## config.mk

```make
export PLATFORM = sky130hd
export DESIGN_NAME = boundaryFinder
export DESIGN_NICKNAME = d
export VERILOG_FILES = /design/src/predecPkg.sv /design/src/boundaryFinder.sv
export SDC_FILE = /design/constraint.sdc
export NUM_CORES = 1
export LEC_CHECK = 0
export BUFFER_PORTS_ARGS = -buffer_cell sky130_fd_sc_hd__buf_2
export CORE_AREA = 5 5 121 123
export DETAILED_ROUTE_END_ITERATION = 16
export DIE_AREA = 0 0 126 128
export PLACE_DENSITY = 0.76
export SKIP_LAST_GASP = 1
export SYNTH_ARGS = -nofsm -noshare
export SYNTH_HDL_FRONTEND = slang
export SYNTH_SLANG_ARGS = --single-unit
```

## constraint.sdc

```tcl
create_clock -name vclk -period 27.3
set_clock_uncertainty 0.2 [all_clocks]
set_input_delay 2.73 -clock vclk [all_inputs]
set_output_delay 2.73 -clock vclk [all_outputs]
set_load 0.005 [all_outputs]
```

## src/predecPkg.sv

```systemverilog
////////////////////
// shared widths, enums and structs for the predecoder
// a bundle is 16 halfwords, an end bit marks the last halfword of an instr
// only 8 slots and 2 jump slots are reported
////////////////////
`default_nettype none

package predecPkg;

  localparam int numHalfwords = 16;
  localparam int numSlots     = 8;
  localparam int numJumpSlots = 2;
  localparam int offW         = 4;   // halfword index
  localparam int instrW       = 32;  // bits reported per slot

  // short form sub-opcode cuts
  localparam logic [5:0] subAluMax   = 6'd15;
  localparam logic [5:0] subShiftLo  = 6'd16;
  localparam logic [5:0] subShiftHi  = 6'd31;
  localparam logic [5:0] subBranchLo = 6'd48;
  localparam logic [5:0] subBranchHi = 6'd51;

  // long form opcode group cuts
  typedef enum logic [7:0] {
    opAluMax   = 8'd31,
    opShiftLo  = 8'd40,
    opShiftHi  = 8'd45,
    opMemLo    = 8'd64,
    opMemHi    = 8'd127,
    opBranchLo = 8'd160,
    opBranchHi = 8'd175,
    opJump     = 8'd181,
    opIndir    = 8'd182,
    opSys      = 8'd255
  } opcodeE;

  typedef enum logic [1:0] {idle, busy, hold} ctrlStateE;

  typedef struct packed {
    logic [numHalfwords*16-1:0] halfwords;
    logic [numHalfwords-1:0]    endBits;
    logic [offW-1:0]            startOff;
  } bundleT;

  typedef struct packed {
    logic alu;
    logic shift;
    logic mul;
    logic load;
    logic store;
    logic jump;
    logic indir;
    logic sys;
  } classT;

  typedef struct packed {
    logic [offW-1:0]   offset;
    logic [3:0]        magic;
    logic [instrW-1:0] instr;
    classT             cls;
  } slotT;  // 48 bits

  typedef struct packed {
    slotT [numSlots-1:0]     slots;
    logic [numSlots-1:0]     slotEn;
    slotT [numJumpSlots-1:0] jumps;
    logic [numJumpSlots-1:0] jumpEn;
    logic                    hasJumps;
    logic                    error;
    logic                    jumpError;
  } resultT;

endpackage

`default_nettype wire
```

## src/boundaryFinder.sv

```systemverilog
////////////////////
// instruction starts from end bits at or after startOff
// an instr without a closing end bit in the bundle is not counted
// error when more than 8 instructions are found
////////////////////
`default_nettype none

module boundaryFinder import predecPkg::*; (
  input  bundleT                        bundle,
  output logic [numSlots-1:0][offW-1:0] starts,
  output logic [numSlots-1:0]           slotEn,
  output logic                          error
);

  always_comb begin
    int endCnt;
    endCnt    = 0;
    starts    = '0;
    starts[0] = bundle.startOff;
    for (int h = 0; h < numHalfwords; h++) begin
      // halfwords below startOff are masked
      if (h >= int'(bundle.startOff) && bundle.endBits[h]) begin
        endCnt = endCnt + 1;
        if (endCnt < numSlots) begin
          starts[endCnt] = offW'(h + 1);  // next instr after this end
        end
      end
    end

    for (int i = 0; i < numSlots; i++) begin
      slotEn[i] = (endCnt > i);
    end
    error = (endCnt > numSlots);
  end

endmodule

`default_nettype wire

```

==> flow_metrics.tcl <==
set metrics [dict create \
    outcome "finished clean" \
    min_path_type "input port to output port" \
    critPathRequiredTime_ns 24.37 \
    synthMuxAreaShare_pct 2.486 \
    setup_viol 0 \
    nets 1110 \
    min_period_over_period_pct 69.50 \
    tns_ns 0 \
    critical_path.startpoint_type "input port" \
    slew_headroom_pct 40.21 \
    die_area_um2 16130 \
    std_cell_rows 43 \
    ant_nets 0 \
    synth_top_family_by_area "simple AND/OR/NAND/NOR gates" \
    power_density_nw_per_um2 94.01 \
    synth-simple-area-share_pct 38.44 \
    dr_wl_met2_mm 7.447 \
    vias_per_cell 6.303 \
    nClkBuffers 0 \
    drcViolationCount 0 \
    initial_core_util_pct 37.12 \
    cts_hold_buf 0 \
    cts_setup_buffers 0 \
    worst_path_max_delay_cell "xnor2_1" \
    route.vias.total 6271 \
    path_max_fanout 18 \
    wl_per_cell_um 18.05 \
    final_cell_mix "nand2_1, nor2_1, buf_2" \
    grt_pass1_wl_mm 28.30 \
    ys_warn_count 0 \
    holdPathEnd "slotEn[6]" \
    first_pass_iters 5 \
    synth_nets 1072 \
    ys_types 93 \
    leakage_nw 2.095 \
    endpoint_kind "output port" \
    die_y_um 128 \
    yosys.area_share.xor_xnor_pct 16.29 \
    syn_area_um2 5032 \
    grt_pass1_vias 5532 \
    core_um2 13560 \
    arrival_ns 16.04 \
    min_path_cells 5 \
    ios 317 \
    regArea_um2 0 \
    grt_overflow 0 \
    postSynthCellCount 779 \
    tightestPinTransition_ns 0.8899 \
    yosys.area_share.adder_pct 4.426 \
    highest_layer "met4" \
    area_delta_synth_final_pct 8.056 \
    port-buffer-count 61 \
    slowest_delay_ns 0.65 \
    nFillCells 1476 \
    routed_wl_mm 17.96 \
    drt_iter0_drc 764 \
    yosysTopAreaCell "nand2_1" \
    path_class "input port to output port" \
    hp-start "bundle[19]" \
    critPathMostFrequentCell "ha_1" \
    dr_wl_met3_mm 1.733 \
    dp_hpwl_mm 14.89 \
    nFlopsAndLatches 0 \
    multiInputGateArea_um2 4787 \
    yosysSeqAreaShare_pct 0 \
    period_needed_ns 18.97 \
    synth_compound_area_share_pct 33.49 \
    layout-drive-gt1-share_pct 14.23 \
    synthTopCellsByArea "nand2_1, nor2_1, xnor2_1" \
    maxCapViolCount 0 \
    antennaDiodeCount 0 \
    slew_violations 0 \
    synth_top_cell_area_share_pct 7.757 \
    final_common_cell "nand2_1" \
    hold_viol 0 \
    dp.cells 995 \
    wl_met1_mm 7.921 \
    avgSynthCellArea_um2 6.460 \
    grt_start_max_net_pins 22 \
    rsz0062_at_grt "no" \
    place_congestion 1.023 \
    ir_drop_uv 51.81 \
    grtUsageTotal_pct 21.03 \
    fmax_ghz 0.05270 \
    antenna_found_initial 0 \
    fin_cells 995 \
    die_width_um 126 \
    cts_resized 0 \
]
-- metal layers --
layer	GRT usage [%]	vias to the layer above
met4	6.940	0
li1	-	3008
met3	2.583	56
met1	30.20	2859
met2	32.58	348
met5	0	-
-- critical path, delay by kind of cell --
family                   cells  cell delay (ns)
adder cells (fa/ha/maj)     11             4.43
multiplexers                 1             0.34
buffers and inverters        6             1.00
XOR/XNOR                     5             1.27
AND/OR/NAND/NOR             19             3.08
AO/OA/AOI/OAI               13             3.18
-- kinds of logic after synthesis --
kind of cell               Yosys count
and+or+nand+nor                    386
AOI/OAI and AO/OA                  239
xor gates and xnor gates            70
buffers and inverters               54
adders and majority gates           18
muxes                               12
-- report_power, final --
group          internal (mW)  switching [mW]
combinational          0.190           0.322
sequential                 0               0
clock                      0               0
-- how the worst max path moves through the flow --
stage / end / startpoint / slack, ns / cells past startpoint
after CTS: starts[8] / bundle[2] / 8.64 / 55
after detailed placement: starts[8] / bundle[2] / 8.68 / 55
after floorplan: starts[8] / bundle[2] / 10.96 / 58
after global routing: starts[8] / bundle[2] / 7.46 / 55
final: starts[8] / bundle[2] / 8.33 / 55
after global placement: starts[8] / bundle[2] / 8.84 / 55
-- synthesized netlist by cell type (17+ instances only) --
| master | n |
|---|---|
| a21oi_1 | 43 |
| a31oi_1 | 20 |
| ha_1 | 17 |
| inv_1 | 24 |
| nand2_1 | 104 |
| nand3_1 | 35 |
| nor2_1 | 93 |
| nor3_1 | 30 |
| o21ai_0 | 41 |
| o22ai_1 | 17 |
| xnor2_1 | 34 |
| xor2_1 | 20 |
-- cell type report --
class | count | share of cell area (%)
timing repair buffer | 64 | 6.029
tap | 180 | 4.142
inverter | 26 | 1.795
multi-input combinational | 725 | 88.03
-- metrics by stage --
step | hold slack (ns) | worst slack (ns) | cell area [um^2] | power (mW) | utilization (%)
finish | 5.823 | 8.325 | 5438 | 0.5112 | 40.11
global route | 5.880 | 7.458 | 5438 | 0.5547 | 40.11
CTS | 5.804 | 8.640 | 5438 | 0.4984 | 40.11
detailed placement | 5.805 | 8.676 | 5438 | 0.4949 | 40.11
global placement | 5.787 | 8.838 | 5438 | 0.4885 | 40.11
floorplan | 5.568 | 10.96 | 5032 | 0.3293 | -
(Power assumes the default switching activity.)
