==> config.mk <==
export PLATFORM = sky130hd
export DESIGN_NAME = jumpPicker
export DESIGN_NICKNAME = d
export VERILOG_FILES = /design/src/predecPkg.sv /design/src/jumpPicker.sv
export SDC_FILE = /design/constraint.sdc
export NUM_CORES = 1
export LEC_CHECK = 0
export BUFFER_PORTS_ARGS = -buffer_cell sky130_fd_sc_hd__buf_2
export CAP_MARGIN = 20
export CORE_AREA = 2 2 190 192
export DETAILED_ROUTE_END_ITERATION = 10
export DIE_AREA = 0 0 192 194
export GPL_TIMING_DRIVEN = 1
export PLACE_DENSITY_LB_ADDON = 0.25
export SLEW_MARGIN = 20
export SYNTH_ARGS = -nofsm -noshare
export SYNTH_HDL_FRONTEND = slang
export SYNTH_SLANG_ARGS = --single-unit
==> constraint.sdc <==
create_clock -name vclk -period 13.68
set_clock_uncertainty 0.05 [all_clocks]
set_input_delay 1.368 -clock vclk [all_inputs]
set_output_delay 1.368 -clock vclk [all_outputs]
set_load 0.01 [all_outputs]
==> src/predecPkg.sv <==
////////////////////
// shared widths, enums and structs for the predecoder
// a bundle is 16 halfwords, an end bit marks the last halfword of an instr
// only 8 slots and 2 jump slots are reported
////////////////////
`default_nettype none

package predecPkg;

  localparam int numHalfwords = 16;
  localparam int numSlots     = 8;
  localparam int numJumpSlots = 2;
  localparam int offW         = 4;   // halfword index
  localparam int instrW       = 32;  // bits reported per slot

  // short form sub-opcode cuts
  localparam logic [5:0] subAluMax   = 6'd15;
  localparam logic [5:0] subShiftLo  = 6'd16;
  localparam logic [5:0] subShiftHi  = 6'd31;
  localparam logic [5:0] subBranchLo = 6'd48;
  localparam logic [5:0] subBranchHi = 6'd51;

  // long form opcode group cuts
  typedef enum logic [7:0] {
    opAluMax   = 8'd31,
    opShiftLo  = 8'd40,
    opShiftHi  = 8'd45,
    opMemLo    = 8'd64,
    opMemHi    = 8'd127,
    opBranchLo = 8'd160,
    opBranchHi = 8'd175,
    opJump     = 8'd181,
    opIndir    = 8'd182,
    opSys      = 8'd255
  } opcodeE;

  typedef enum logic [1:0] {idle, busy, hold} ctrlStateE;

  typedef struct packed {
    logic [numHalfwords*16-1:0] halfwords;
    logic [numHalfwords-1:0]    endBits;
    logic [offW-1:0]            startOff;
  } bundleT;

  typedef struct packed {
    logic alu;
    logic shift;
    logic mul;
    logic load;
    logic store;
    logic jump;
    logic indir;
    logic sys;
  } classT;

  typedef struct packed {
    logic [offW-1:0]   offset;
    logic [3:0]        magic;
    logic [instrW-1:0] instr;
    classT             cls;
  } slotT;  // 48 bits

  typedef struct packed {
    slotT [numSlots-1:0]     slots;
    logic [numSlots-1:0]     slotEn;
    slotT [numJumpSlots-1:0] jumps;
    logic [numJumpSlots-1:0] jumpEn;
    logic                    hasJumps;
    logic                    error;
    logic                    jumpError;
  } resultT;

endpackage

`default_nettype wire
==> src/jumpPicker.sv <==
////////////////////
// first two jump slots in slot order
// jumpError when more than two jumps are present
////////////////////
`default_nettype none

module jumpPicker import predecPkg::*; (
  input  slotT [numSlots-1:0]     slots,
  input  logic [numSlots-1:0]     slotEn,
  output slotT [numJumpSlots-1:0] jumps,
  output logic [numJumpSlots-1:0] jumpEn,
  output logic                    hasJumps,
  output logic                    jumpError
);

  logic [numSlots-1:0] isJmp;

  always_comb begin
    for (int i = 0; i < numSlots; i++) begin
      isJmp[i] = slotEn[i] & slots[i].cls.jump;
    end
  end

  always_comb begin
    int jmpCnt;
    jmpCnt = 0;
    jumps  = '0;
    jumpEn = '0;
    for (int i = 0; i < numSlots; i++) begin
      if (isJmp[i]) begin
        if (jmpCnt < numJumpSlots) begin
          jumps[jmpCnt]  = slots[i];
          jumpEn[jmpCnt] = 1'b1;
        end
        jmpCnt = jmpCnt + 1;
      end
    end
    jumpError = (jmpCnt > numJumpSlots);
  end

  assign hasJumps = |isJmp;

endmodule

`default_nettype wire

==> flow_summary.json <==
{
  "yosys_warnings": 0,
  "final.period_utilization_pct": 60.8,
  "cp.arrival_ps": 6900,
  "finalHoldWorstSlack_ps": 3010,
  "drt_iter0_drc": 878,
  "rows": 69,
  "synth_cell_types": 56,
  "grt_overflow": 0,
  "crit_path_max_fanout": 50,
  "io_pins": 492,
  "tns_ps": 0,
  "ys_seq_area_share_pct": 0,
  "fin_nets": 1839,
  "drtPass1Iterations": 7,
  "cts_setup_buffers": 0,
  "power.density_mw_per_mm2": 61.0,
  "placed_cells": 1900,
  "synth_area_mm2": 0.00661,
  "tightestPinTransition_ps": 946,
  "maxClockFrequency_ghz": 0.120,
  "final_max_slew_viol_count": 0,
  "fp.dieArea_mm2": 0.0372,
  "peakVddDrop_mv": 0.0349,
  "place_hpwl_um": 33100,
  "wl_um": 43200,
  "syn_area_per_cell_um2": 6.39,
  "status": "finished clean",
  "min_period_ps": 8320,
  "instances_no_fill": 1906,
  "critical_path_class": "in2out",
  "cp_common_cell": "ha_1",
  "finalPower_uw": 577,
  "grt_first_pass_wirelength_um": 61600,
  "cts.repair.resized": 0,
  "gp_congestion": 0.929,
  "drive_above_1_share_pct": 47.7,
  "vias": 10409,
  "mostFrequentLayoutCells": "492 x buf_2, 153 x nand2_1, 142 x mux2_2, 124 x o21ai_0",
  "die_w_um": 192,
  "core-area_mm2": 0.0352,
  "critPathSlowestCell": "and3_2",
  "critPathMaxStageDelay_ps": 650,
  "vias_per_cell": 5.46,
  "synthDominantCellAreaShare_pct": 24.2,
  "synthToLayoutAreaGrowth_pct": 43.1,
  "cp_cell_sequence": "buf_2, and4_2, buf_4, a21oi_1, inv_1, ha_1, nand3_1, o21ai_0, ha_1, mux2i_1, nor2_1, ha_1, and3_1, xnor3_1, a311oi_1, and3_2, buf_4, mux2_2, mux2_2, buf_2",
  "setup_violations": 0,
  "clkbuf_count": 0,
  "syn_inst": 1035,
  "synth_area_leaders": "mux2_2 24%, o21ai_0 9.5%, nand2_1 8.7%",
  "cts_hold_buf": 0,
  "grt_pass1_vias": 10214,
  "leakagePower_nw": 4.37,
  "critPathCaptureType": "output pin",
  "nFlopsAndLatches": 0,
  "yosysTopAreaCell": "mux2_2",
  "hold_class": "in2out",
  "antenna_found_initial": 7,
  "hold_violations": 0,
  "grt_usage_pct": 21.4,
  "drtAntennaViolNets": 0,
  "syn_nets": 1433,
  "drc_errors": 0,
  "mostFrequentLayoutCell": "buf_2",
  "slew_headroom_pct": 36.5,
  "grt_start_max_net_pins": 57,
  "rsz0062_at_grt": "no",
  "drv_cap": 0,
  "wl_per_cell_um": 22.7,
  "die_h_um": 194,
  "critPathLaunchType": "input port",
  "io_buffers": 492,
  "cp_data_required_time_ps": 12260,
  "start_util_pct": 18.8,
  "ff_latch_area_um2": 0
}
-- power by group --
part,switching (mW),internal [mW]
Combinational,0.310,0.267
Clock,0,0.0000000588
Sequential,0,0
Total,0.310,0.267
-- per-stage QoR --
stage | instance area [um2] | util [%] | setup slack (ps)
final | 9470 | 26.9 | 5360
after global routing | 9460 | 26.9 | 5000
after CTS | 9450 | 26.8 | 5380
after detailed placement | 9450 | 26.8 | 5420
after global placement | 9450 | 26.8 | 5520
after floorplan | 6610 | - | 6660
-- critical path: cells and delay by family --
| family | cells | cell delay [ps] |
|---|---|---|
| adder cells (fa/ha/maj) | 3 | 880 |
| AO/OA/AOI/OAI | 3 | 810 |
| XOR/XNOR | 1 | 250 |
| multiplexers | 3 | 900 |
| AND/OR/NAND/NOR | 5 | 1310 |
| buffers and inverters | 5 | 1280 |
-- cell type report --
cell class,instances,area [um2]
Fill cell,4064,25800
Multi-Input combinational cell,915,6190
Timing Repair Buffer,518,2660
Tap cell,461,577
Inverter,6,22.5
Antenna cell,6,15.0
-- cells in the mapped netlist, drive strengths merged (2+ instances only) --
library cell  instances
mux2i                 2
nor3                  9
nand3                11
and3                  6
clkbuf               84
buf                  30
xnor2                 6
a211oi               48
a21oi               100
inv                   6
o21ai               145
a222oi               47
a21boi                2
nand4                 3
o2bb2ai              48
nand3b                3
nor2                102
a31oi                 2
nor4                  3
nand2               154
and2                  4
xor2                  2
or3                   2
o211ai               48
or4                   2
nand4b                2
mux2                142
a311oi                2
xnor3                 2
ha                    6
-- routing by layer --
| metal | GRT usage (%) | vias to the layer above | wire, um |
|---|---|---|---|
| li1 | - | 4800 | - |
| met1 | 25.4 | 4868 | 16700 |
| met2 | 38.6 | 652 | 21300 |
| met3 | 3.42 | 87 | 3940 |
| met4 | 6.98 | 2 | 1270 |
| met5 | 0 | - | 13 |
-- cell families (layout without fill, tap and decap cells) --
kind of cell / Yosys count / count (layout) / share of synthesized area (%)
muxes: 144 / 144 / 24.5
AOI/OAI and AO/OA: 452 / 452 / 45.2
xor gates and xnor gates: 10 / 10 / 1.87
adders and majority gates: 6 / 6 / 1.14
buffers and inverters: 120 / 524 / 7.89
other: 0 / 6 / 0
and+or+nand+nor: 303 / 303 / 19.4
-- path summary, 6_finish.rpt --
check,slack [ps],cells after the start,from,to
setup / recovery,5360,20,slots[2],jumps[59]
hold / removal,3010,3,slots[336],jumps[0]
Note: power is estimated with default switching activity, not from simulation.
