==> src/predecPkg.sv <==
////////////////////
// shared widths, enums and structs for the predecoder
// a bundle is 16 halfwords, an end bit marks the last halfword of an instr
// only 8 slots and 2 jump slots are reported
////////////////////
`default_nettype none

package predecPkg;

  localparam int numHalfwords = 16;
  localparam int numSlots     = 8;
  localparam int numJumpSlots = 2;
  localparam int offW         = 4;   // halfword index
  localparam int instrW       = 32;  // bits reported per slot

  // short form sub-opcode cuts
  localparam logic [5:0] subAluMax   = 6'd15;
  localparam logic [5:0] subShiftLo  = 6'd16;
  localparam logic [5:0] subShiftHi  = 6'd31;
  localparam logic [5:0] subBranchLo = 6'd48;
  localparam logic [5:0] subBranchHi = 6'd51;

  // long form opcode group cuts
  typedef enum logic [7:0] {
    opAluMax   = 8'd31,
    opShiftLo  = 8'd40,
    opShiftHi  = 8'd45,
    opMemLo    = 8'd64,
    opMemHi    = 8'd127,
    opBranchLo = 8'd160,
    opBranchHi = 8'd175,
    opJump     = 8'd181,
    opIndir    = 8'd182,
    opSys      = 8'd255
  } opcodeE;

  typedef enum logic [1:0] {idle, busy, hold} ctrlStateE;

  typedef struct packed {
    logic [numHalfwords*16-1:0] halfwords;
    logic [numHalfwords-1:0]    endBits;
    logic [offW-1:0]            startOff;
  } bundleT;

  typedef struct packed {
    logic alu;
    logic shift;
    logic mul;
    logic load;
    logic store;
    logic jump;
    logic indir;
    logic sys;
  } classT;

  typedef struct packed {
    logic [offW-1:0]   offset;
    logic [3:0]        magic;
    logic [instrW-1:0] instr;
    classT             cls;
  } slotT;  // 48 bits

  typedef struct packed {
    slotT [numSlots-1:0]     slots;
    logic [numSlots-1:0]     slotEn;
    slotT [numJumpSlots-1:0] jumps;
    logic [numJumpSlots-1:0] jumpEn;
    logic                    hasJumps;
    logic                    error;
    logic                    jumpError;
  } resultT;

endpackage

`default_nettype wire
==> src/predecCtrl.sv <==
////////////////////
// four-phase req/ack wrapper around the decode
// bundleIn must stay stable while req is high
// one bundle in flight, result frozen while ack is high
////////////////////
`default_nettype none

module predecCtrl import predecPkg::*; (
  input  logic   clk,
  input  logic   arstN,
  input  logic   req,
  output logic   ack,
  input  bundleT bundleIn,
  output bundleT bundleQ,
  input  resultT nextResult,
  output resultT result
);

  ctrlStateE state;
  ctrlStateE stateNext;

  always_comb begin
    stateNext = state;
    case (state)
      idle: begin
        if (req) stateNext = busy;
      end
      busy: stateNext = hold;  // decode settles in one cycle
      hold: begin
        if (!req) stateNext = idle;
      end
      default: stateNext = idle;
    endcase
  end

  always_ff @(posedge clk or negedge arstN) begin
    if (!arstN) begin
      state  <= idle;
      ack    <= 1'b0;
      result <= '0;
    end else begin
      state <= stateNext;
      ack   <= (stateNext == hold);
      if (state == busy) begin
        result <= nextResult;
      end
    end
  end

  // captured once per accepted request
  always_ff @(posedge clk) begin
    if (state == idle && req) begin
      bundleQ <= bundleIn;
    end
  end

endmodule

`default_nettype wire

==> config.mk <==
export PLATFORM = sky130hd
export DESIGN_NAME = predecCtrl
export DESIGN_NICKNAME = d
export VERILOG_FILES = /design/src/predecPkg.sv /design/src/predecCtrl.sv
export SDC_FILE = /design/constraint.sdc
export NUM_CORES = 1
export LEC_CHECK = 0
export BUFFER_PORTS_ARGS = -buffer_cell sky130_fd_sc_hd__buf_2
export CAP_MARGIN = 15
export CORE_AREA = 2 2 608 610
export CTS_CLUSTER_SIZE = 28
export DETAILED_ROUTE_END_ITERATION = 6
export DIE_AREA = 0 0 610 612
export PLACE_DENSITY = 0.31
export SLEW_MARGIN = 20
export SYNTH_ARGS = -nofsm -noshare
export SYNTH_HDL_FRONTEND = slang
export SYNTH_SLANG_ARGS = --single-unit
==> constraint.sdc <==
create_clock -name clk -period 28.3 [get_ports clk]
set_clock_uncertainty 0.05 [all_clocks]
set_input_delay 5.66 -clock clk [delete_from_list [all_inputs] [get_ports clk]]
set_output_delay 5.66 -clock clk [all_outputs]
set_load 0.005 [all_outputs]
==> results of run 1 <==
-- flip-flops by register name (all words and copies together) (netlist names) --
register  cells
result      493
bundleQ     276
ack           1
state         2
-- metal layers --
layer  wire (um)  vias up  share of wire (%)  GRT usage [%]
li1            -     8160                  -              -
met1       78400    10220                 36           11.9
met2      106000     1165                 49           19.4
met3       25000      456                 11           5.67
met4        7540       72                3.5           2.79
met5         448        -               0.21              0
-- worst max-delay path, cell delays in order --
cell,delay [ns]
sky130_fd_sc_hd__buf_8,0.38
sky130_fd_sc_hd__buf_4,0.69
sky130_fd_sc_hd__buf_4,0.75
sky130_fd_sc_hd__buf_4,0.81
-- cells by family (layout without fill, tap and decap cells) --
kind of cell	after synthesis	after routing	synth area share, %
buffers and inverters	55	1754	3.48
flip-flops	772	772	71.4
multiplexers	493	493	25.0
other	0	40	0
AND/OR/NAND/NOR	6	6	0.151
-- layout by cell type (no fill, tap or decap), types with 2 or more instances in the layout --
master | netlist | routed
sky130_fd_sc_hd__clkinvlp_4 | 0 | 6
sky130_fd_sc_hd__bufinv_16 | 0 | 10
sky130_fd_sc_hd__edfxtp_1 | 276 | 276
sky130_fd_sc_hd__clkbuf_16 | 0 | 112
sky130_fd_sc_hd__clkinv_4 | 0 | 2
sky130_fd_sc_hd__diode_2 | 0 | 40
sky130_fd_sc_hd__mux2_2 | 45 | 45
sky130_fd_sc_hd__clkinv_1 | 0 | 7
sky130_fd_sc_hd__clkinv_2 | 0 | 11
sky130_fd_sc_hd__inv_6 | 0 | 4
sky130_fd_sc_hd__buf_12 | 44 | 2
sky130_fd_sc_hd__clkbuf_8 | 0 | 22
sky130_fd_sc_hd__nand2b_1 | 2 | 2
sky130_fd_sc_hd__mux2_4 | 448 | 448
sky130_fd_sc_hd__clkbuf_1 | 0 | 17
sky130_fd_sc_hd__dfrtp_1 | 496 | 496
sky130_fd_sc_hd__buf_4 | 4 | 18
sky130_fd_sc_hd__buf_2 | 0 | 1540
-- worst max path at each step --
stage,start,to,slack [ns],cells after the start
floorplan,req,bundleQ[0]$_DFFE_PP_,1.67,1
global placement,arstN,result[299]$_DFFE_PN0P_,19.47,4
detailed placement,arstN,result[299]$_DFFE_PN0P_,19.41,4
CTS,arstN,result[294]$_DFFE_PN0P_,20.35,4
global route,arstN,result[297]$_DFFE_PN0P_,20.05,4
finish,arstN,result[294]$_DFFE_PN0P_,20.38,4
-- power by group through the flow --
stage,Combinational [mW],Sequential (mW),Clock [mW]
2_1_floorplan,0.897,1.96,0
6_report,1.95,1.92,1.45
3_3_place_gp,2.03,1.93,0
5_1_grt,2.10,1.97,1.56
4_1_cts,2.03,1.92,1.52
3_5_place_dp,2.03,1.93,0
-- stage by stage --
step                util (%)  total power [mW]  hold slack [ns]  setup slack (ns)
global placement        11.4              3.96            0.441             19.47
finish                  12.4              5.32            0.453             20.38
global route            12.4              5.63            0.467             20.05
detailed placement      11.4              3.96            0.437             19.41
CTS                     12.4              5.48            0.456             20.35
floorplan                  -              2.86            0.387              1.67
-- layout make-up --
type | count | area share, %
Timing Repair Buffer | 1561 | 17.3
Clock inverter | 42 | 1.10
Multi-Input combinational cell | 499 | 15.9
Clock buffer | 151 | 6.93
Antenna cell | 40 | 0.219
Sequential cell | 772 | 45.3
Tap cell | 4837 | 13.2
==> results.ini, run 1 <==
[drt]
drt-total-wl_mm=218
vias=20073
initialDrtViolationCount=1056
per_cell_via_count_in_the_routed_design=2.54
detailedRoute.firstPassIterationCount=5
drt-wirelength-per-cell_um=27.6
route.detailed.drc=0
drtAntennaViolNets=0

[cells_and_area]
finish.cell_count_without_fillers=7902
fin_area_mm2=0.0457
multi_input_area_mm2=0.00729
final-seq-area_mm2=0.0207
layout-drive-gt1-share_pct=73.6
fillers=41569
final_net_count=3716
layout-area-overhead-vs-synth_pct=57.7

[floorplan]
die_ht_um=612
rows=223
start_util_pct=7.89
floorplan.core_area_mm2=0.367
design.die.area_mm2=0.373
fp.dieW_um=610
floorplan.io_pins=1542

[pwr]
power.net_switching_mw=1.88
power_density_mw_per_mm2=116
cellLeakagePower_nw=19.9
cellInternalPower_mw=3.44
power.share.switching_pct=35.4
seq_power_share_pct=36.0
comb_power_share_pct=36.7
p_clk_share_pct=27.3
irDropWorstVdd_v=0.0000551

[setup_path]
timing_worst_setup_path_type=in -> async
timing.rr.start=state[1]$_DFF_PN0_
path_max_fanout=73
worst_setup_path_end_kind=asynchronous set/reset pin
setup.reg_to_reg.worst_slack_ns=23.26
r2r.worst_path.cells=6
timing.critical_path.required_ns=29.05
timing.rr.end=result[484]$_DFFE_PN0P_
critPathLaunchType=input port
worstPathArrival_ns=8.67

[global_route]
gr-usage-all-layers_pct=11.2
grt_antenna_before_repair=201
grt_pass1_vias=20828
grt_max_degree=121
overflow=0
global_route_wire_length_before_repair_mm=264

[clock_tree]
htree_levels=3
path_clk_slew_ns=0.06
cts_tree=done
ctsResizeCount=0
postCtsSetupBuffers=0
root_buffer=sky130_fd_sc_hd__clkbuf_16
numCtsBuffers=110
cts_max_path_buffers=4
post_cts_hold_buffer_count=0
worstSkewPairLatency_ns=0.81
numClockSinks=772

[flow_run]
max-cap-violations=0

[synthesis]
synth_area_per_cell_um2=21.9
syn-num-nets=2098
synth_seq_cells=772
synth.area.top_cells=sky130_fd_sc_hd__dfrtp_1, sky130_fd_sc_hd__edfxtp_1, sky130_fd_sc_hd__mux2_4, sky130_fd_sc_hd__buf_12, sky130_fd_sc_hd__mux2_2
synth_area_leader_cell=sky130_fd_sc_hd__dfrtp_1
synth.lib_cells_used.distinct=12
synth_most_common_cell=sky130_fd_sc_hd__dfrtp_1
synth_sequential_area_ratio_pct=71.4
post_synth_most_frequent_cells=sky130_fd_sc_hd__dfrtp_1, sky130_fd_sc_hd__mux2_4, sky130_fd_sc_hd__edfxtp_1
syn-instance-count=1326
synth_top_flop_cell=sky130_fd_sc_hd__dfrtp_1
area_share_of_the_leading_cell_type_in_the_synthesized_netlist_pct=42.8
ys_async_sr_fraction_pct=64.2
synth_edf_count=276
synthesis.area_mm2=0.0290
yosysWarnings=0

[min_path]
holdPathEnd=result[105]$_DFFE_PN0P_
hp_start=result[105]$_DFFE_PN0P_
worstHoldPathType=reg -> reg
min_path_cells=1

[timing]
final.min_clock_period_ns=7.92
slew_violations=0
fmax_mhz=126
timing.max_slew.rel_slack_pct=29.2
report.final.setup_viol=0
report.final.hold_viol_count=0
fin_setup_tns_ns=0
period_share_pct=28.0
worst_pin_slew_ns=1.06
rsz0062_at_grt=false

[placement]
numPortBuffers=1541
finalWeightedCongestion=0.862
place_inst=7669
dpl-instance-area_mm2=0.0419
dp_hpwl_mm=187

[outcome]
outcome=completed

No activity file was read; power rests on OpenSTA's default activity.
==> run 2: changes to the inputs <==
--- a/config.mk
+++ b/config.mk
@@ -5,12 +5,13 @@
 export SDC_FILE = /design/constraint.sdc
 export NUM_CORES = 1
 export LEC_CHECK = 0
+export ABC_AREA = 1
 export BUFFER_PORTS_ARGS = -buffer_cell sky130_fd_sc_hd__buf_2
 export CAP_MARGIN = 15
-export CORE_AREA = 2 2 608 610
+export CORE_AREA = 2 2 595 597
 export CTS_CLUSTER_SIZE = 28
 export DETAILED_ROUTE_END_ITERATION = 6
-export DIE_AREA = 0 0 610 612
+export DIE_AREA = 0 0 597 599
 export PLACE_DENSITY = 0.31
 export SLEW_MARGIN = 20
 export SYNTH_ARGS = -nofsm -noshare
==> constraint.sdc (replaced) <==
create_clock -name clk -period 7.6 [get_ports clk]
set_clock_uncertainty 0.05 [all_clocks]
set_input_delay 1.52 -clock clk [delete_from_list [all_inputs] [get_ports clk]]
set_output_delay 1.52 -clock clk [all_outputs]
set_load 0.005 [all_outputs]
==> run 2 against run 1 <==
Final area decreased by 2.9%. Final cell count up 9.8%. Critical path depth increased by 2. Sequential share of layout area grew 1.4 points. Hold slack lost 0.040 ns. Synthesized cell count grew 83%. Worst setup slack got worse by 16 ns. Non-clock buffer count up 6. Global-route usage increased by 0.62 points. Critical path type is now reg -> reg.
==> results.ini, run 2 <==
[clock_tree]
postCtsSetupBuffers=0
ctsResizeCount=0
worstSkewPairLatency_ns=0.79
cts_max_path_buffers=4
path_clk_slew_ns=0.06
numClockSinks=772
htree_levels=3
cts_tree=done
numCtsBuffers=108
root_buffer=sky130_fd_sc_hd__clkbuf_16
post_cts_hold_buffer_count=0

[timing]
worst_pin_slew_ns=1.38
timing.max_slew.rel_slack_pct=8.00
period_share_pct=46.8
report.final.hold_viol_count=0
fin_setup_tns_ns=0
slew_violations=0
rsz0062_at_grt=false
report.final.setup_viol=0
finalHoldWorstSlack_ns=0.413
final.min_clock_period_ns=3.56
fmax_mhz=281

[placement]
dpl-instance-area_mm2=0.0407
finalWeightedCongestion=0.955
numPortBuffers=1541
dp_hpwl_mm=184
place_inst=8447

[synthesis]
synth_seq_cells=772
syn-num-nets=3195
post_synth_most_frequent_cells=sky130_fd_sc_hd__nand2_1, sky130_fd_sc_hd__dfrtp_1, sky130_fd_sc_hd__nand3_1
synth_sequential_area_ratio_pct=74.5
area_share_of_the_leading_cell_type_in_the_synthesized_netlist_pct=44.7
synth_most_common_cell=sky130_fd_sc_hd__nand2_1
syn-instance-count=2423
ys_async_sr_fraction_pct=64.2
synth_area_leader_cell=sky130_fd_sc_hd__dfrtp_1
synth.lib_cells_used.distinct=12
yosysWarnings=0
synth_edf_count=276
synth.area.top_cells=sky130_fd_sc_hd__dfrtp_1, sky130_fd_sc_hd__edfxtp_1, sky130_fd_sc_hd__nand2_1, sky130_fd_sc_hd__nand3_1, sky130_fd_sc_hd__buf_2
synth_area_per_cell_um2=11.5
synthesis.area_mm2=0.0278
synth_top_flop_cell=sky130_fd_sc_hd__dfrtp_1

[pwr]
power_density_mw_per_mm2=416
irDropWorstVdd_v=0.000215
cellLeakagePower_nw=21.1

[floorplan]
design.die.area_mm2=0.358
die_ht_um=599
floorplan.io_pins=1542
rows=218
floorplan.core_area_mm2=0.351
start_util_pct=7.91
fp.dieW_um=597

[setup_path]
highest_cell_delay_on_the_worst_timing_path_ns=0.87
path_max_fanout=114
startpoint=state[1]$_DFF_PN0_
timing_worst_setup_path_type=reg -> reg
worstPathArrival_ns=4.24
path_cells=inv_8 -> nand2_8 -> buf_4 -> buf_4 -> nand2_1 -> nand2_1
worst_setup_path_end_kind=flip-flop
timing.critical_path.required_ns=8.28
critPathLaunchType=flip-flop
timing.rr.start=state[1]$_DFF_PN0_
cp_top_family=buffers and inverters
crit_slowest_cell=sky130_fd_sc_hd__buf_4
worstPathBufferInverterCount=3

[drt]
route.detailed.drc=0
drt-total-wl_mm=221
drt-wirelength-per-cell_um=25.5
initialDrtViolationCount=1799
drtAntennaViolNets=0
detailedRoute.firstPassIterationCount=5
vias=25399
per_cell_via_count_in_the_routed_design=2.93

[cells_and_area]
final_core_util_pct=12.6
finish.cell_count_without_fillers=8678
fin_area_mm2=0.0444
layout_common_cells=sky130_fd_sc_hd__buf_2, sky130_fd_sc_hd__nand2_1, sky130_fd_sc_hd__dfrtp_1
layout-area-overhead-vs-synth_pct=59.7
largest_reg_flops=493
layout-drive-gt1-share_pct=43.2
final_net_count=4709
max_flop_register=result
reg.largest.list=result (493), bundleQ (276), state (2)
layout.cells.most_common=sky130_fd_sc_hd__buf_2

[min_path]
worstHoldPathType=reg -> reg
hp_start=result[122]$_DFFE_PN0P_

[flow_run]
max-cap-violations=0

[global_route]
grt_pass1_vias=25955
global_route_wire_length_before_repair_mm=278
overflow=0
grt_antenna_before_repair=122
grt_max_degree=152
gr-usage-all-layers_pct=11.8

[outcome]
outcome=completed

## run 2: path summary, 6_finish.rpt
path	end	slack [ns]	cells past startpoint
max reg2reg	result[165]$_DFFE_PN0P_	4.04	6
min reg2reg	result[122]$_DFFE_PN0P_	0.41	2
max in group asynchronous	result[433]$_DFFE_PN0P_	5.31	2
max	result[165]$_DFFE_PN0P_	4.04	6
min in group asynchronous	result[354]$_DFFE_PN0P_	0.70	1
min	result[122]$_DFFE_PN0P_	0.41	2
## run 2: area by class of cell
cell class | instances | area (um^2)
fill | 40369 | 307000
sequential | 772 | 20700
timing repair buffer | 1567 | 8010
multi-input combinational | 1486 | 6220
tap | 4620 | 5780
clock buffer | 144 | 3000
clock inverter | 51 | 567
antenna | 36 | 90.1
inverter | 2 | 15.0
## run 2: per-layer routing
layer | GRT usage [%] | vias to the layer above | part of all wire [%]
li1 | - | 11110 | -
met1 | 13.1 | 12538 | 37
met2 | 21.0 | 1369 | 50
met3 | 4.53 | 332 | 9.6
met4 | 2.97 | 50 | 3.0
met5 | 0 | - | 0.15
## run 2: kinds of logic after synthesis
logic type | synth area share (%)
AND/OR/NAND/NOR | 22.3
buffers and inverters | 3.19
flip-flops | 74.5
## run 2: worst min-delay path, cell delays in order, from the launching register on
cell                      delay [ns]
sky130_fd_sc_hd__dfrtp_1        0.33
sky130_fd_sc_hd__nand2_1        0.05
sky130_fd_sc_hd__nand2_1        0.05
## run 2: metrics by stage
stage                     setup slack [ns]  power (mW)
after floorplan                       1.43        9.32
after global placement                3.94        13.6
after detailed placement              3.90        13.6
after CTS                             4.02        19.1
after global routing                  3.70        19.8
final                                 4.04        18.5
## run 2: where the power goes
part           total [mW]  leakage, nW  switching (mW)  internal [mW]
logic                6.23         10.6            4.29           1.94
clock network        5.25         1.73            2.18           3.07
registers            7.00         8.72           0.997           6.01
==> run 3: changes to the inputs <==
--- a/config.mk
+++ b/config.mk
@@ -5,13 +5,13 @@
 export SDC_FILE = /design/constraint.sdc
 export NUM_CORES = 1
 export LEC_CHECK = 0
-export ABC_AREA = 1
+export ABC_AREA = 0
 export BUFFER_PORTS_ARGS = -buffer_cell sky130_fd_sc_hd__buf_2
 export CAP_MARGIN = 15
-export CORE_AREA = 2 2 595 597
+export CORE_AREA = 2 2 608 610
 export CTS_CLUSTER_SIZE = 28
 export DETAILED_ROUTE_END_ITERATION = 6
-export DIE_AREA = 0 0 597 599
+export DIE_AREA = 0 0 610 612
 export PLACE_DENSITY = 0.31
 export SLEW_MARGIN = 20
 export SYNTH_ARGS = -nofsm -noshare
==> constraint.sdc (replaced) <==
create_clock -name clk -period 3.3 [get_ports clk]
set_clock_uncertainty 0.05 [all_clocks]
set_input_delay 0.66 -clock clk [delete_from_list [all_inputs] [get_ports clk]]
set_output_delay 0.66 -clock clk [all_outputs]
set_load 0.005 [all_outputs]
==> run 3 against run 2 <==
Hold slack got worse by 0.31 ns. Sequential cell count did not move. Non-clock buffer count grew 703. Via count shrank 11%. Sequential power rose by 130%. Sequential share of layout area decreased by 7.5 points. Power rose to 2.5 times the previous value. Die area rose by 4.4%. Utilization up 1.8 points. Wire length is 1.7% higher. Worst setup slack worse by 3.1 ns.
==> results.ini, run 3 (synthesized netlist as in run 1, its figures left out) <==
[global_route]
grt_pass1_vias=24453
global_route_wire_length_before_repair_mm=279
gr-usage-all-layers_pct=11.6
grt_max_degree=128
grt_antenna_before_repair=194
overflow=0

[setup_path]
worstPathBufferInverterCount=1
highest_cell_delay_on_the_worst_timing_path_ns=0.55
crit_slowest_cell=sky130_fd_sc_hd__edfxtp_1
path_cells=buf_2
critPathLaunchType=flip-flop
timing_worst_setup_path_type=reg -> out
worst_setup_path_end_kind=output port
worstPathArrival_ns=1.61
timing.critical_path.required_ns=2.59
setup.reg_to_reg.worst_slack_ns=1.09
path_max_fanout=1
cp_top_family=flip-flops

[min_path]
worstHoldPathType=in -> reg

[timing]
slew_violations=0
fin_setup_tns_ns=0
report.final.setup_viol=0
final.min_clock_period_ns=2.32
timing.max_slew.rel_slack_pct=27.7
fmax_mhz=431
report.final.hold_viol_count=0
rsz0062_at_grt=false
period_share_pct=70.3
finalHoldWorstSlack_ns=0.105
worst_pin_slew_ns=1.08

[pwr]
power_density_mw_per_mm2=875
power.share.switching_pct=35.6
p_clk_share_pct=25.9
irDropWorstVdd_v=0.000542
comb_power_share_pct=38.7
cellInternalPower_mw=29.8
seq_power_share_pct=35.4
p_total_mw=46.3
cellLeakagePower_nw=22.9
power.net_switching_mw=16.5

[placement]
dp_hpwl_mm=195
finalWeightedCongestion=0.865
place_inst=7689
numPortBuffers=1541

[floorplan]
design.die.area_mm2=0.373
fp.dieW_um=610
floorplan.io_pins=1542
floorplan.core_area_mm2=0.367
die_ht_um=612
start_util_pct=7.89
rows=223

[drt]
per_cell_via_count_in_the_routed_design=2.63
drt-total-wl_mm=225
route.detailed.drc=0
drt-wirelength-per-cell_um=26.1
vias=22600
drtAntennaViolNets=0
initialDrtViolationCount=1037
detailedRoute.firstPassIterationCount=5

[cells_and_area]
layout-area-overhead-vs-synth_pct=82.4
fillers=41138
layout-drive-gt1-share_pct=60.1
final_net_count=4424
largest_reg_flops=493
layout_common_cells=sky130_fd_sc_hd__buf_2, sky130_fd_sc_hd__dlygate4sd3_1, sky130_fd_sc_hd__dfrtp_1
layout.cells.most_common=sky130_fd_sc_hd__buf_2
reg.largest.list=result (493), bundleQ (276), state (2)
max_flop_register=result
finish.cell_count_without_fillers=8602

[flow_run]
max-cap-violations=0

[clock_tree]
cts_tree=done
root_buffer=sky130_fd_sc_hd__clkbuf_16
cts_max_path_buffers=4
postCtsSetupBuffers=0
numClockSinks=772
numCtsBuffers=109
htree_levels=3
worstSkewPairLatency_ns=0.82
path_clk_slew_ns=0.06

[outcome]
outcome=completed

## run 3: repair_timing
item                                   in CTS  in global routing
hold buffers                              689                  0
gates resized for setup                     0                  0
endpoints found under the hold margin     720                  0
## run 3: cell type report
cell class                 instances  area [um^2]  area share [%]
antenna                           29         72.6           0.137
clock buffer                     140         2940            5.57
clock inverter                    55          596            1.13
multi-input combinational        499         7290            13.8
sequential                       772        20700            39.2
tap                             4837         6050            11.4
timing repair buffer            2270        15200            28.8
## run 3: path summary, 6_finish.rpt
check | startpoint | to | cells after the start
max | bundleQ[264]$_DFFE_PP_ | bundleQ[264] | 1
min reg2reg | result[154]$_DFFE_PN0P_ | result[154]$_DFFE_PN0P_ | 1
min | nextResult[224] | result[224]$_DFFE_PN0P_ | 2
max reg2reg | state[0]$_DFF_PN0_ | result[245]$_DFFE_PN0P_ | 4
min in group asynchronous | arstN | result[113]$_DFFE_PN0P_ | 2
max in group asynchronous | arstN | result[191]$_DFFE_PN0P_ | 4
## run 3: through the flow
stage	instance area (um^2)	worst slack (ns)	util, %
after global routing	52800	0.847	14.4
after floorplan	29000	-4.83	-
after CTS	52800	0.801	14.4
after detailed placement	42400	0.817	11.5
final	52900	0.981	14.4
after global placement	42400	0.837	11.5
## run 3: layer usage
layer / share of wire (%) / wire [um] / track usage [%] / vias to the layer above
li1: - / - / - / 9552
met1: 38 / 85500 / 12.9 / 11253
met2: 48 / 107000 / 19.6 / 1293
met3: 11 / 24800 / 5.70 / 478
met4: 3.1 / 6870 / 2.87 / 24
met5: 0.068 / 152 / 0 / -
## run 3: power groups by stage
stage / clock, mW / combinational [mW] / sequential (mW)
after floorplan: 0 / 7.70 / 16.4
after global placement: 0 / 17.7 / 16.6
after detailed placement: 0 / 17.7 / 16.5
after CTS: 12.6 / 18.6 / 16.5
after global routing: 12.9 / 19.3 / 16.9
final: 12.0 / 17.9 / 16.4
